<file path="src/design/issue_pkg.sv">
// shared widths, unit and operator encodings, and the structs passed
// between the issue stage blocks
package issue_pkg;

    // ------------------------------------------------------------------
    // widths
    // ------------------------------------------------------------------
    localparam int unsigned xlen            = 32;
    localparam int unsigned reg_addr_bits   = 5;
    localparam int unsigned nr_regs         = 32;
    localparam int unsigned nr_commit_ports = 2;
    localparam int unsigned trans_id_bits   = 3;

    // pending writer in the clobber list, or target unit of an entry
    typedef enum logic [2:0] {
        fu_none, fu_alu, fu_ctrl_flow, fu_load, fu_store, fu_mult, fu_csr
    } fu_t;

    // operator code, carried through untouched to the unit
    typedef enum logic [3:0] {
        op_add, op_sub, op_xor, op_or, op_and, op_sll, op_srl, op_sra,
        op_slt, op_sltu, op_beq, op_bne, op_lw, op_sw, op_mul, op_csrrw
    } fu_op_t;

    // ------------------------------------------------------------------
    // structs
    // ------------------------------------------------------------------
    // entry handed over from the scoreboard
    typedef struct packed {
        fu_t                      fu;
        fu_op_t                   op;
        logic [reg_addr_bits-1:0] rs1;
        logic [reg_addr_bits-1:0] rs2;
        logic [reg_addr_bits-1:0] rd;
        // immediate lives here until the unit writes its result
        logic [xlen-1:0]          result;
        logic [xlen-1:0]          pc;
        logic [trans_id_bits-1:0] trans_id;
        logic                     use_imm;
        logic                     use_pc;
        logic                     use_zimm;
        logic                     ex_valid;
    } issue_entry_t;

    // bundle presented to the functional units
    typedef struct packed {
        fu_t                      fu;
        fu_op_t                   op;
        logic [xlen-1:0]          operand_a;
        logic [xlen-1:0]          operand_b;
        logic [xlen-1:0]          imm;
        logic [trans_id_bits-1:0] trans_id;
    } fu_data_t;

    // one register file write from commit
    typedef struct packed {
        logic [reg_addr_bits-1:0] waddr;
        logic [xlen-1:0]          wdata;
        logic                     we;
    } commit_port_t;

    // operands after the forwarding and immediate muxes
    typedef struct packed {
        logic [xlen-1:0] operand_a;
        logic [xlen-1:0] operand_b;
        logic [xlen-1:0] imm;
    } operand_set_t;

endpackage

</file>
<file path="src/design/int_regfile.sv">
// integer register file, two combinational read ports, one write per
// commit port, x0 reads as zero
module int_regfile (
    input  logic                                                clk_i,
    input  logic                                                rst_ni,
    input  logic [1:0][issue_pkg::reg_addr_bits-1:0]            raddr_i,
    input  issue_pkg::commit_port_t [issue_pkg::nr_commit_ports-1:0] commit_i,
    output logic [1:0][issue_pkg::xlen-1:0]                     rdata_o
);
    import issue_pkg::*;

    logic [nr_regs-1:0][xlen-1:0] regs_q;

    // ------------------------------------------------------------------
    // write side
    // ------------------------------------------------------------------
    // ports are walked in order so the higher index wins on a shared
    // address, x0 is never written
    always_ff @(posedge clk_i or negedge rst_ni) begin
        if (!rst_ni) begin
            regs_q <= '0;
        end else begin
            for (int unsigned p = 0; p < nr_commit_ports; p++) begin
                if (commit_i[p].we && (commit_i[p].waddr != '0)) begin
                    regs_q[commit_i[p].waddr] <= commit_i[p].wdata;
                end
            end
        end
    end

    // ------------------------------------------------------------------
    // read side
    // ------------------------------------------------------------------
    // stored contents only, a same-cycle commit is seen next cycle
    always_comb begin
        for (int unsigned r = 0; r < 2; r++) begin
            if (raddr_i[r] == '0) begin
                // hard-wired zero register
                rdata_o[r] = '0;
            end else begin
                rdata_o[r] = regs_q[raddr_i[r]];
            end
        end
    end

endmodule

</file>
<file path="src/design/issue_gate.sv">
// issue acknowledge, unit busy select, WAW check, exception and no-unit
// bypass and the multiply ordering rule
module issue_gate (
    input  issue_pkg::issue_entry_t                              issue_instr_i,
    input  logic                                                 issue_instr_valid_i,
    input  logic                                                 stall_i,
    input  issue_pkg::fu_t [issue_pkg::nr_regs-1:0]              rd_clobber_i,
    input  issue_pkg::commit_port_t [issue_pkg::nr_commit_ports-1:0] commit_i,
    input  logic                                                 flu_ready_i,
    input  logic                                                 lsu_ready_i,
    input  logic                                                 mult_valid_i,
    output logic                                                 issue_ack_o
);
    import issue_pkg::*;

    logic fu_busy;
    logic rd_free;
    logic rd_committing;

    // ------------------------------------------------------------------
    // busy of the target unit
    // ------------------------------------------------------------------
    always_comb begin
        case (issue_instr_i.fu)
            fu_alu, fu_ctrl_flow, fu_csr, fu_mult: fu_busy = !flu_ready_i;
            fu_load, fu_store:                     fu_busy = !lsu_ready_i;
            default:                               fu_busy = 1'b0;
        endcase
    end

    // ------------------------------------------------------------------
    // WAW check
    // ------------------------------------------------------------------
    assign rd_free = rd_clobber_i[issue_instr_i.rd] == fu_none;

    // pending write of rd retires this cycle, so the slot frees up
    always_comb begin
        rd_committing = 1'b0;
        for (int unsigned p = 0; p < nr_commit_ports; p++) begin
            if (commit_i[p].we && (commit_i[p].waddr == issue_instr_i.rd)) begin
                rd_committing = 1'b1;
            end
        end
    end

    always_comb begin
        issue_ack_o = 1'b0;
        if (issue_instr_valid_i) begin
            if (!stall_i && !fu_busy && (rd_free || rd_committing)) begin
                issue_ack_o = 1'b1;
            end
            // excepted entries and unit-less entries just drain
            if (issue_instr_i.ex_valid || (issue_instr_i.fu == fu_none)) begin
                issue_ack_o = 1'b1;
            end
        end
        // a multiply in flight owns the fixed latency result bus
        if (mult_valid_i && (issue_instr_i.fu != fu_mult)) begin
            issue_ack_o = 1'b0;
        end
    end

endmodule

</file>
<file path="src/design/issue_read_operands.sv">
// issue and operand read stage top, hazard check, operand mux, issue
// gate, register file and issue register
module issue_read_operands (
    input  logic                                                 clk_i,
    input  logic                                                 rst_ni,
    input  logic                                                 flush_i,
    // entry from the scoreboard
    input  issue_pkg::issue_entry_t                              issue_instr_i,
    input  logic                                                 issue_instr_valid_i,
    output logic                                                 issue_ack_o,
    // scoreboard operand lookup
    output logic [issue_pkg::reg_addr_bits-1:0]                  rs1_o,
    input  logic [issue_pkg::xlen-1:0]                           rs1_i,
    input  logic                                                 rs1_valid_i,
    output logic [issue_pkg::reg_addr_bits-1:0]                  rs2_o,
    input  logic [issue_pkg::xlen-1:0]                           rs2_i,
    input  logic                                                 rs2_valid_i,
    input  issue_pkg::fu_t [issue_pkg::nr_regs-1:0]              rd_clobber_i,
    input  issue_pkg::commit_port_t [issue_pkg::nr_commit_ports-1:0] commit_i,
    // units
    input  logic                                                 flu_ready_i,
    input  logic                                                 lsu_ready_i,
    output issue_pkg::fu_data_t                                  fu_data_o,
    output logic                                                 alu_valid_o,
    output logic                                                 branch_valid_o,
    output logic                                                 lsu_valid_o,
    output logic                                                 mult_valid_o,
    output logic                                                 csr_valid_o
);
    import issue_pkg::*;

    logic                          forward_rs1;
    logic                          forward_rs2;
    logic                          stall;
    logic [1:0][reg_addr_bits-1:0] raddr;
    logic [1:0][xlen-1:0]          rdata;
    operand_set_t                  operands;

    // scoreboard is polled with the raw source fields
    assign rs1_o = issue_instr_i.rs1;
    assign rs2_o = issue_instr_i.rs2;
    assign raddr = {issue_instr_i.rs2, issue_instr_i.rs1};

    int_regfile u_regfile (
        .clk_i, .rst_ni, .raddr_i(raddr), .commit_i, .rdata_o(rdata)
    );

    operand_hazard u_hazard (
        .issue_instr_i, .rd_clobber_i, .rs1_valid_i, .rs2_valid_i,
        .forward_rs1_o(forward_rs1), .forward_rs2_o(forward_rs2), .stall_o(stall)
    );

    operand_select u_select (
        .issue_instr_i, .rdata_i(rdata), .rs1_i, .rs2_i,
        .forward_rs1_i(forward_rs1), .forward_rs2_i(forward_rs2), .operands_o(operands)
    );

    issue_gate u_gate (
        .issue_instr_i, .issue_instr_valid_i, .stall_i(stall), .rd_clobber_i, .commit_i,
        .flu_ready_i, .lsu_ready_i, .mult_valid_i(mult_valid_o), .issue_ack_o
    );

    issue_register u_issue_reg (
        .clk_i, .rst_ni, .flush_i, .issue_instr_i, .issue_instr_valid_i,
        .issue_ack_i(issue_ack_o), .operands_i(operands), .fu_data_o,
        .alu_valid_o, .branch_valid_o, .lsu_valid_o, .mult_valid_o, .csr_valid_o
    );

endmodule

</file>
<file path="src/design/issue_register.sv">
// issue boundary registers holding the unit bundle and the one-hot
// registered unit valid strobes
module issue_register (
    input  logic                    clk_i,
    input  logic                    rst_ni,
    input  logic                    flush_i,
    input  issue_pkg::issue_entry_t issue_instr_i,
    input  logic                    issue_instr_valid_i,
    input  logic                    issue_ack_i,
    input  issue_pkg::operand_set_t operands_i,
    output issue_pkg::fu_data_t     fu_data_o,
    output logic                    alu_valid_o,
    output logic                    branch_valid_o,
    output logic                    lsu_valid_o,
    output logic                    mult_valid_o,
    output logic                    csr_valid_o
);
    import issue_pkg::*;

    logic dispatch;

    // a real issue, excepted entries get no strobe
    assign dispatch = issue_instr_valid_i && issue_ack_i && !issue_instr_i.ex_valid;

    // ------------------------------------------------------------------
    // bundle register, loads every cycle
    // ------------------------------------------------------------------
    always_ff @(posedge clk_i or negedge rst_ni) begin
        if (!rst_ni) begin
            fu_data_o <= '{fu: fu_none, op: op_add, default: '0};
        end else begin
            fu_data_o.fu        <= issue_instr_i.fu;
            fu_data_o.op        <= issue_instr_i.op;
            fu_data_o.operand_a <= operands_i.operand_a;
            fu_data_o.operand_b <= operands_i.operand_b;
            fu_data_o.imm       <= operands_i.imm;
            fu_data_o.trans_id  <= issue_instr_i.trans_id;
        end
    end

    // ------------------------------------------------------------------
    // unit strobes
    // ------------------------------------------------------------------
    always_ff @(posedge clk_i or negedge rst_ni) begin
        if (!rst_ni) begin
            {alu_valid_o, branch_valid_o, lsu_valid_o, mult_valid_o, csr_valid_o} <= '0;
        end else begin
            // single cycle pulse unless a new issue follows
            {alu_valid_o, branch_valid_o, lsu_valid_o, mult_valid_o, csr_valid_o} <= '0;
            if (dispatch) begin
                case (issue_instr_i.fu)
                    fu_alu:            alu_valid_o    <= 1'b1;
                    fu_ctrl_flow:      branch_valid_o <= 1'b1;
                    fu_load, fu_store: lsu_valid_o    <= 1'b1;
                    fu_mult:           mult_valid_o   <= 1'b1;
                    fu_csr:            csr_valid_o    <= 1'b1;
                    default: ;
                endcase
            end
            // flush wins, units must not start on squashed work
            if (flush_i) begin
                {alu_valid_o, branch_valid_o, lsu_valid_o, mult_valid_o, csr_valid_o} <= '0;
            end
        end
    end

endmodule

</file>
<file path="src/design/operand_hazard.sv">
// source operand hazard check against the clobber list, picks
// forwarding per source or stalls the entry
module operand_hazard (
    input  issue_pkg::issue_entry_t                    issue_instr_i,
    input  issue_pkg::fu_t [issue_pkg::nr_regs-1:0]    rd_clobber_i,
    input  logic                                       rs1_valid_i,
    input  logic                                       rs2_valid_i,
    output logic                                       forward_rs1_o,
    output logic                                       forward_rs2_o,
    output logic                                       stall_o
);
    import issue_pkg::*;

    fu_t  rs1_writer;
    fu_t  rs2_writer;
    logic rs1_clobbered;
    logic rs2_clobbered;

    // pending writer of each source
    assign rs1_writer = rd_clobber_i[issue_instr_i.rs1];
    assign rs2_writer = rd_clobber_i[issue_instr_i.rs2];

    // zimm carries a constant in the rs1 field, nothing to wait on
    assign rs1_clobbered = !issue_instr_i.use_zimm && (rs1_writer != fu_none);
    assign rs2_clobbered = rs2_writer != fu_none;

    // ------------------------------------------------------------------
    // forward or stall
    // ------------------------------------------------------------------
    always_comb begin
        forward_rs1_o = 1'b0;
        forward_rs2_o = 1'b0;
        stall_o       = 1'b0;
        if (rs1_clobbered) begin
            // csr results only come back through the register file
            if (rs1_valid_i && (rs1_writer != fu_csr)) begin
                forward_rs1_o = 1'b1;
            end else begin
                stall_o = 1'b1;
            end
        end
        if (rs2_clobbered) begin
            if (rs2_valid_i && (rs2_writer != fu_csr)) begin
                forward_rs2_o = 1'b1;
            end else begin
                stall_o = 1'b1;
            end
        end
    end

endmodule

</file>
<file path="src/design/operand_select.sv">
// operand a, operand b and immediate selection for the issue bundle
module operand_select (
    input  issue_pkg::issue_entry_t         issue_instr_i,
    input  logic [1:0][issue_pkg::xlen-1:0] rdata_i,
    input  logic [issue_pkg::xlen-1:0]      rs1_i,
    input  logic [issue_pkg::xlen-1:0]      rs2_i,
    input  logic                            forward_rs1_i,
    input  logic                            forward_rs2_i,
    output issue_pkg::operand_set_t         operands_o
);
    import issue_pkg::*;

    logic imm_as_b;

    // stores and branches keep rs2 in operand b, the immediate goes in imm
    assign imm_as_b = issue_instr_i.use_imm && (issue_instr_i.fu != fu_store)
                      && (issue_instr_i.fu != fu_ctrl_flow);

    // later assignments take priority
    always_comb begin
        // register file by default
        operands_o.operand_a = rdata_i[0];
        operands_o.operand_b = rdata_i[1];
        // scoreboard value if the writer already has it
        if (forward_rs1_i) begin
            operands_o.operand_a = rs1_i;
        end
        if (forward_rs2_i) begin
            operands_o.operand_b = rs2_i;
        end
        // auipc, jal style pc operand
        if (issue_instr_i.use_pc) begin
            operands_o.operand_a = issue_instr_i.pc;
        end
        // csr immediate, zero extended rs1 field
        if (issue_instr_i.use_zimm) begin
            operands_o.operand_a = {{(xlen - reg_addr_bits){1'b0}}, issue_instr_i.rs1};
        end
        if (imm_as_b) begin
            operands_o.operand_b = issue_instr_i.result;
        end
        operands_o.imm = issue_instr_i.result;
    end

endmodule

</file>
<file path="config.mk">
export PLATFORM = sky130hd
export DESIGN_NAME = issue_read_operands
export DESIGN_NICKNAME = d
export VERILOG_FILES = /design/src/design/issue_pkg.sv /design/src/design/int_regfile.sv /design/src/design/issue_gate.sv /design/src/design/issue_read_operands.sv /design/src/design/issue_register.sv /design/src/design/operand_hazard.sv /design/src/design/operand_select.sv
export SDC_FILE = /design/constraint.sdc
export NUM_CORES = 2
export LEC_CHECK = 0
export CORE_MARGIN = 2
export CORE_UTILIZATION = 55
export CTS_CLUSTER_DIAMETER = 120
export DETAILED_ROUTE_END_ITERATION = 12
export DONT_BUFFER_PORTS = 1
export PLACE_DENSITY = 0.73
export SETUP_SLACK_MARGIN = 0.02
export SLEW_MARGIN = 40
export SYNTH_ARGS = -nofsm -noshare
export SYNTH_HDL_FRONTEND = slang
export SYNTH_SLANG_ARGS = --single-unit
</file>
<file path="constraint.sdc">
create_clock -name clk_i -period 3.9 [get_ports clk_i]
set_input_delay 0.78 -clock clk_i [delete_from_list [all_inputs] [get_ports clk_i]]
set_output_delay 0.78 -clock clk_i [all_outputs]
set_load 0.03 [all_outputs]
</file>
Word level (Yosys, flattened, before mapping):

Cells that the tools add are included.
W data, S select, Z words.

* order comparisons: 7
* equal/unequal tests: 13
* muxes and demuxes: 55
* reduce and logical (&&, ||, !) cells: 34

Operator list (number)
* $bwmux W1024: 2
* $mux W1024: 2
* $mux W32: 11
* $bmux W32 S5: 2
* $demux W32 S5: 2
* $bmux W3 S5: 3
* $lt A5 B6 Y1 const B: 5
* $mux W1: 29
* $logic_and A1 B1 Y1: 16
* $ne A3 B3 Y1 const B: 4
* $eq A5 B5 Y1: 2
* $ge A5 B1 Y1 const B: 2
* $logic_not A5 Y1: 2
* $reduce_bool A5 Y1: 2
* $eq A3 B3 Y1 const B: 3
* $mux W3: 3
* $eq A3 B2 Y1 const B: 2
* $logic_not A1 Y1: 6
* $logic_not A3 Y1: 2
* $reduce_bool A3 Y1: 2
* $reduce_or A4 Y1: 1
* $eq A3 B1 Y1 const B: 1
* $ne A3 B2 Y1 const B: 1
* $logic_or A1 B1 Y1: 2
* other kinds (2): 2

* register bits after elaboration: 1135
* input port bits: 337
* logic and storage cells: 152

Logic depth before layout (Yosys ltp):

* depth in word-level cells: 19
* mapped depth: 11
* gate-level depth less buffers: 7

Cells and area by module:

From an unflattened synthesis, not the netlist that was laid out.

* cell total of the unflattened synthesis: 6843
* area total of the unflattened synthesis: 71358.4 sq um

Modules (own cells, without submodules)
* int_regfile: instances 1, cells an instance 6210, area an instance 63727.4 sq um
* issue_register: instances 1, cells an instance 121, area an instance 2874.0 sq um
* operand_select: instances 1, cells an instance 218, area an instance 2069.5 sq um
* operand_hazard: instances 1, cells an instance 182, area an instance 1840.5 sq um
* issue_gate: instances 1, cells an instance 102, area an instance 772.0 sq um
* issue_read_operands: instances 1, cells an instance 10, area an instance 75.1 sq um

Worst setup path before layout:

Ideal clock, no wire load.

* kind: input -> output
* from: input port issue_instr_i[83] (netlist name)
* to: output port issue_ack_o
* arrival time: 3.402 ns
* path slack: -0.282 ns
* stages: 10
* path buffers: 3
* path through: buf_2 -> buf_2 -> clkbuf_1 -> mux4_2 -> mux4_2 -> mux2i_1 -> a211oi_1 -> a211oi_1 -> nand3_1 -> a21oi_1

* word-level cells in the longest chain between the ends: 15
* elaborated cells on any way between the ends: 17
* classes of those cells: eq/ne (1); mux (10); reduce/logical (6)

RTL lines
* from (decl): line issue_read_operands.sv:8 `input issue_pkg::issue_entry_t issue_instr_i,`
* $bmux W3 S5 (*): line operand_hazard.sv:20 `assign rs1_writer = rd_clobber_i[issue_instr_i.rs1];`
* $mux W3 (implied by the code) (*): line operand_hazard.sv:20
* $ne A3 B3 Y1: line operand_hazard.sv:36 `if (rs1_valid_i && (rs1_writer != fu_csr)) begin`
* $logic_and A1 B1 Y1: line operand_hazard.sv:36
* $mux W1: line operand_hazard.sv:36
* $mux W1 (*): line operand_hazard.sv:34 `if (rs1_clobbered) begin`
* $mux W1: line operand_hazard.sv:43 `if (rs2_valid_i && (rs2_writer != fu_csr)) begin`
* $mux W1 (*): line operand_hazard.sv:42 `if (rs2_clobbered) begin`
* $logic_not A1 Y1 (*): line issue_gate.sv:49 `if (!stall_i && !fu_busy && (rd_free || rd_committing)) begin`
* $logic_and A1 B1 Y1 (*) (2 in a row): line issue_gate.sv:49
* $mux W1 (*): line issue_gate.sv:49
* $mux W1 (*): line issue_gate.sv:53 `if (issue_instr_i.ex_valid || (issue_instr_i.fu == fu_none)) begin`
* $mux W1 (*): line issue_gate.sv:48 `if (issue_instr_valid_i) begin`
* $mux W1 (*): line issue_gate.sv:58 `if (mult_valid_i && (issue_instr_i.fu != fu_mult)) begin`
* to (decl): line issue_read_operands.sv:10 `output logic issue_ack_o,`

Mark *: on every way between the ends. The rest lies on a longest branch, timed or not. The select of a mux whose other input is x is not followed.

Worst setup path after layout:

* from: input port issue_instr_i[77] (netlist name)
* to: output port issue_ack_o

* word-level cells in the longest chain between the ends: 13
* elaborated cells on any way between the ends: 14
* classes of those cells: eq/ne (1); mux (8); reduce/logical (5)

RTL lines
* $bmux W3 S5 (*): line operand_hazard.sv:21 `assign rs2_writer = rd_clobber_i[issue_instr_i.rs2];`
* $mux W3 (implied by the code) (*): line operand_hazard.sv:21
* $ne A3 B3 Y1: line operand_hazard.sv:43
* $logic_and A1 B1 Y1: line operand_hazard.sv:43
* $mux W1: line operand_hazard.sv:43
* $mux W1 (*): line operand_hazard.sv:42
* $logic_not A1 Y1 (*): line issue_gate.sv:49
* $logic_and A1 B1 Y1 (*) (2 in a row): line issue_gate.sv:49
* $mux W1 (*): line issue_gate.sv:49
* $mux W1 (*): line issue_gate.sv:53
* $mux W1 (*): line issue_gate.sv:48
* $mux W1 (*): line issue_gate.sv:58

Marks and branches as above.

==> summary.md <==
| Metric | Value |
|---|---|
| Worst r2r src | `u_regfile.regs_q[376]` |
| Launch point of the worst path | `issue_instr_i[77]` |
| Crit path launch type | `input port` |
| Placement Cell Area | `70300 um2` |
| Share of layout cells above drive strength 1 | `0.199` |
| Nets | `5943` |
| Hold_ws | `-30.2 ps` |
| Status | `finished with violations` |
| Synth unique cells | `54` |
| Number of global-route vias before repair | `53100` |
| Post-Synthesis Cells | `6128` |
| Post-synth EDFFs | `0` |
| Final Hold Vio Count | `25` |
| Setup TNS | `-207 ps` |
| Via-to-Cell Ratio | `7.46` |
| Die Wd | `358 um` |
| DR iter-0 viols | `8861` |
| Asr flop ratio synth | `1.00` |
| Setup CP Type | `input port to output pin` |
| Final Skew | `32.1 ps` |
| F_max | `0.244 GHz` |
| DRT Wirelength | `259 mm` |
| Chip height | `358 um` |
| Synth Flop Type | `dfrtp_1` |
| Clock Tree Buf Depth | `3` |
| Root buffer cell | `clkbuf_16` |
| Detailed Routing Iterations Pass 1 | `7` |
| Final worst slack | `-207 ps` |
| CP delay by family, top | `multiplexers` |
| # DRC | `0` |
| R2R depth | `5` |
| Latest clock arrival within the worst-skew pair | `790 ps` |
| Setup violators final | `1` |
| Full die area | `128000 um2` |
| Worst-path maximum fanout | `282` |
| Fin crit share | `1.05` |
| IO Port Bufs | `0` |
| Syn-to-layout area delta | `8.08%` |
| Synth Register Bits | `1135` |
| Peak VDD IR | `0.427 mV` |
| Total power | `38600 uW` |
| Post-synthesis sequential area ratio | `0.411` |
| Syn Std Cell Area | `69100 um2` |
| Clk sinks | `1135` |
| Global-route wire length before repair | `373 mm` |
| Ports | `459` |
| Setup crit end kind | `output pin` |
| Most common cell after layout, fill and taps aside | `dfrtp_1` |
| RSZ-0062 raised after global routing | `false` |
| Crit-path most repeated cell | `mux4_2` |
| Arrival @ worst endpoint | `3330 ps` |
| Grt total ovfl | `0` |
| Mean routed wirelength per cell | `35.2 um` |
| Core Rows | `130` |
| Fin area | `74700 um2` |
| Hold/Removal Path Class | `input port to async pin` |
| Pwr Density | `518 nW/um2` |
| Slowest library cell on the worst path | `mux4_2` |
| Violated checks | `hold timing, setup timing` |
| Worst setup endpoint | `issue_ack_o` |
| Instance count on the critical path | `8` |
| Post-DRT Antenna Nets | `0` |
| Worst path bufs/invs | `1` |
| Syn_nets | `6465` |
| Yosys warns | `0` |
| Slowest cell delay on critical path | `660 ps` |
| Detailed Place HPWL | `142 mm` |
| Slew @ Worst Pin | `1100 ps` |
| Avg Inst Size Synth | `11.3 um2` |
| Slew Limit Headroom | `0.266` |
| Fin crit period | `4110 ps` |
| CTS tree | `built` |
| Final Max Slew Viols | `0` |
| Critical Path RT | `3120 ps` |
| Largest net degree at the start of global routing | `284` |
| Fillers | `9625` |
| Crit path cell chain | `mux4_2 > mux4_2 > mux2i_2 > a21oi_2 > a211oi_2 > buf_4 > nand3_2 > a21oi_4` |
| H-tree depth | `3` |
| Fin util | `0.597` |
| Via count | `55000` |
| Placer's final routability congestion estimate | `0.917` |
| Reg2reg end | `u_issue_reg.fu_data_o[91]` |
| Num CTS Buffers | `118` |
| Clk pin slew, worst setup/hold paths | `60 ps` |
| Most frequent cells in the layout | `dfrtp_1 (1135), mux2i_1 (942), mux4_2 (694)` |
| Initial antenna violation count | `15` |
| Global-route usage over all layers | `0.401` |
| Initial core utilization | `0.552` |
| Worst reg2reg setup slack | `1370 ps` |
| Core ar. | `125000 um2` |
| Leak | `0.0316 uW` |
| Max Cap Viol | `0` |
-- sequential cells by signal, indices dropped and copies added, names as in the netlist --
register	cells
u_issue_reg.alu_valid_o	1
u_issue_reg.fu_data_o	106
u_issue_reg.mult_valid_o	1
u_issue_reg.csr_valid_o	1
u_issue_reg.branch_valid_o	1
u_issue_reg.lsu_valid_o	1
u_regfile.regs_q	1024
-- cell usage after synthesis, types with 5 or more instances --
cell | number | area share
nand2_1 | 559 | 0.030
clkbuf_1 | 611 | 0.033
mux2i_1 | 947 | 0.14
a311oi_1 | 10 | 0.0013
o21ai_1 | 6 | 0.00043
o221ai_1 | 38 | 0.0048
o21ai_0 | 418 | 0.030
dfrtp_1 | 1135 | 0.41
a21oi_1 | 590 | 0.043
a311oi_2 | 17 | 0.0037
or3_1 | 31 | 0.0028
nand3_1 | 8 | 0.00058
nor4b_1 | 8 | 0.0010
nor4_1 | 21 | 0.0019
a211oi_1 | 7 | 0.00076
nor3_1 | 24 | 0.0017
buf_2 | 35 | 0.0025
or4_1 | 5 | 0.00054
a32oi_1 | 126 | 0.016
buf_1 | 107 | 0.0058
a22oi_1 | 5 | 0.00054
nor2_1 | 644 | 0.035
xor2_1 | 8 | 0.0010
buf_4 | 13 | 0.0014
mux4_2 | 694 | 0.23
nand2b_1 | 8 | 0.00072
-- metrics by stage --
| step | setup WS (ps) | std cells |
|---|---|---|
| after CTS | 20.5 | 7357 |
| after global routing | 19.9 | 7359 |
| after global placement | -5.69 | 7123 |
| after detailed placement | -43.0 | 7133 |
| after floorplan | 34.3 | 6128 |
| final | -207 | 7366 |
-- logic make-up after synthesis --
family                 Yosys count  synth area share
AO/OA/AOI/OAI                 1229             0.102
XOR/XNOR                        12           0.00152
buffers and inverters          775            0.0439
flip-flops                    1135             0.411
multiplexers                  1643             0.364
AND/OR/NAND/NOR               1334            0.0774
-- how the worst min path moves through the flow --
stage / start / end / slack (ps) / depth (start not counted)
2_1_floorplan: u_regfile.regs_q[0] / u_regfile.regs_q[0] / 440 / 1
3_3_place_gp: u_regfile.regs_q[2] / u_regfile.regs_q[2] / 380 / 0
3_5_place_dp: u_regfile.regs_q[25] / u_regfile.regs_q[25] / 380 / 0
4_1_cts: rst_ni / u_regfile.regs_q[709] / 5 / 1
5_1_grt: rst_ni / u_regfile.regs_q[677] / 10 / 1
6_report: rst_ni / u_regfile.regs_q[674] / -30 / 1
-- final cells by class --
cell class              instances  area, um2  area share
repair buffers                128       1690      0.0227
flip-flops and latches       1135      28400       0.380
diodes                          8       20.0    0.000268
multi-input cells            4218      38200       0.512
well taps                    1650       2060      0.0277
inverters                       5       26.3    0.000352
clock buffers                 170       3530      0.0473
clock inverters                52        681     0.00912
-- power by group --
part | internal (uW) | switching (uW) | total, uW
combinational | 5380 | 3730 | 9110
clock | 7150 | 5170 | 12300
sequential | 14700 | 2530 | 17200
total | 27200 | 11400 | 38600
-- timing repair --
item,4_1_cts,5_1_grt
hold buffers,2,0
pin swaps,1,2
setup endpoints to repair,1,1
hold endpoints to repair,50,0
setup buffers,0,0
resized for setup,1,8
-- metal layers --
layer  vias up  GRT usage  part of all wire
li1      21700          -                 -
met1     27400      0.517              0.34
met2      4605      0.558              0.42
met3      1194      0.160              0.16
met4        16      0.266             0.079
met5         -          0           0.00039
No activity file was read; power rests on OpenSTA's default activity.
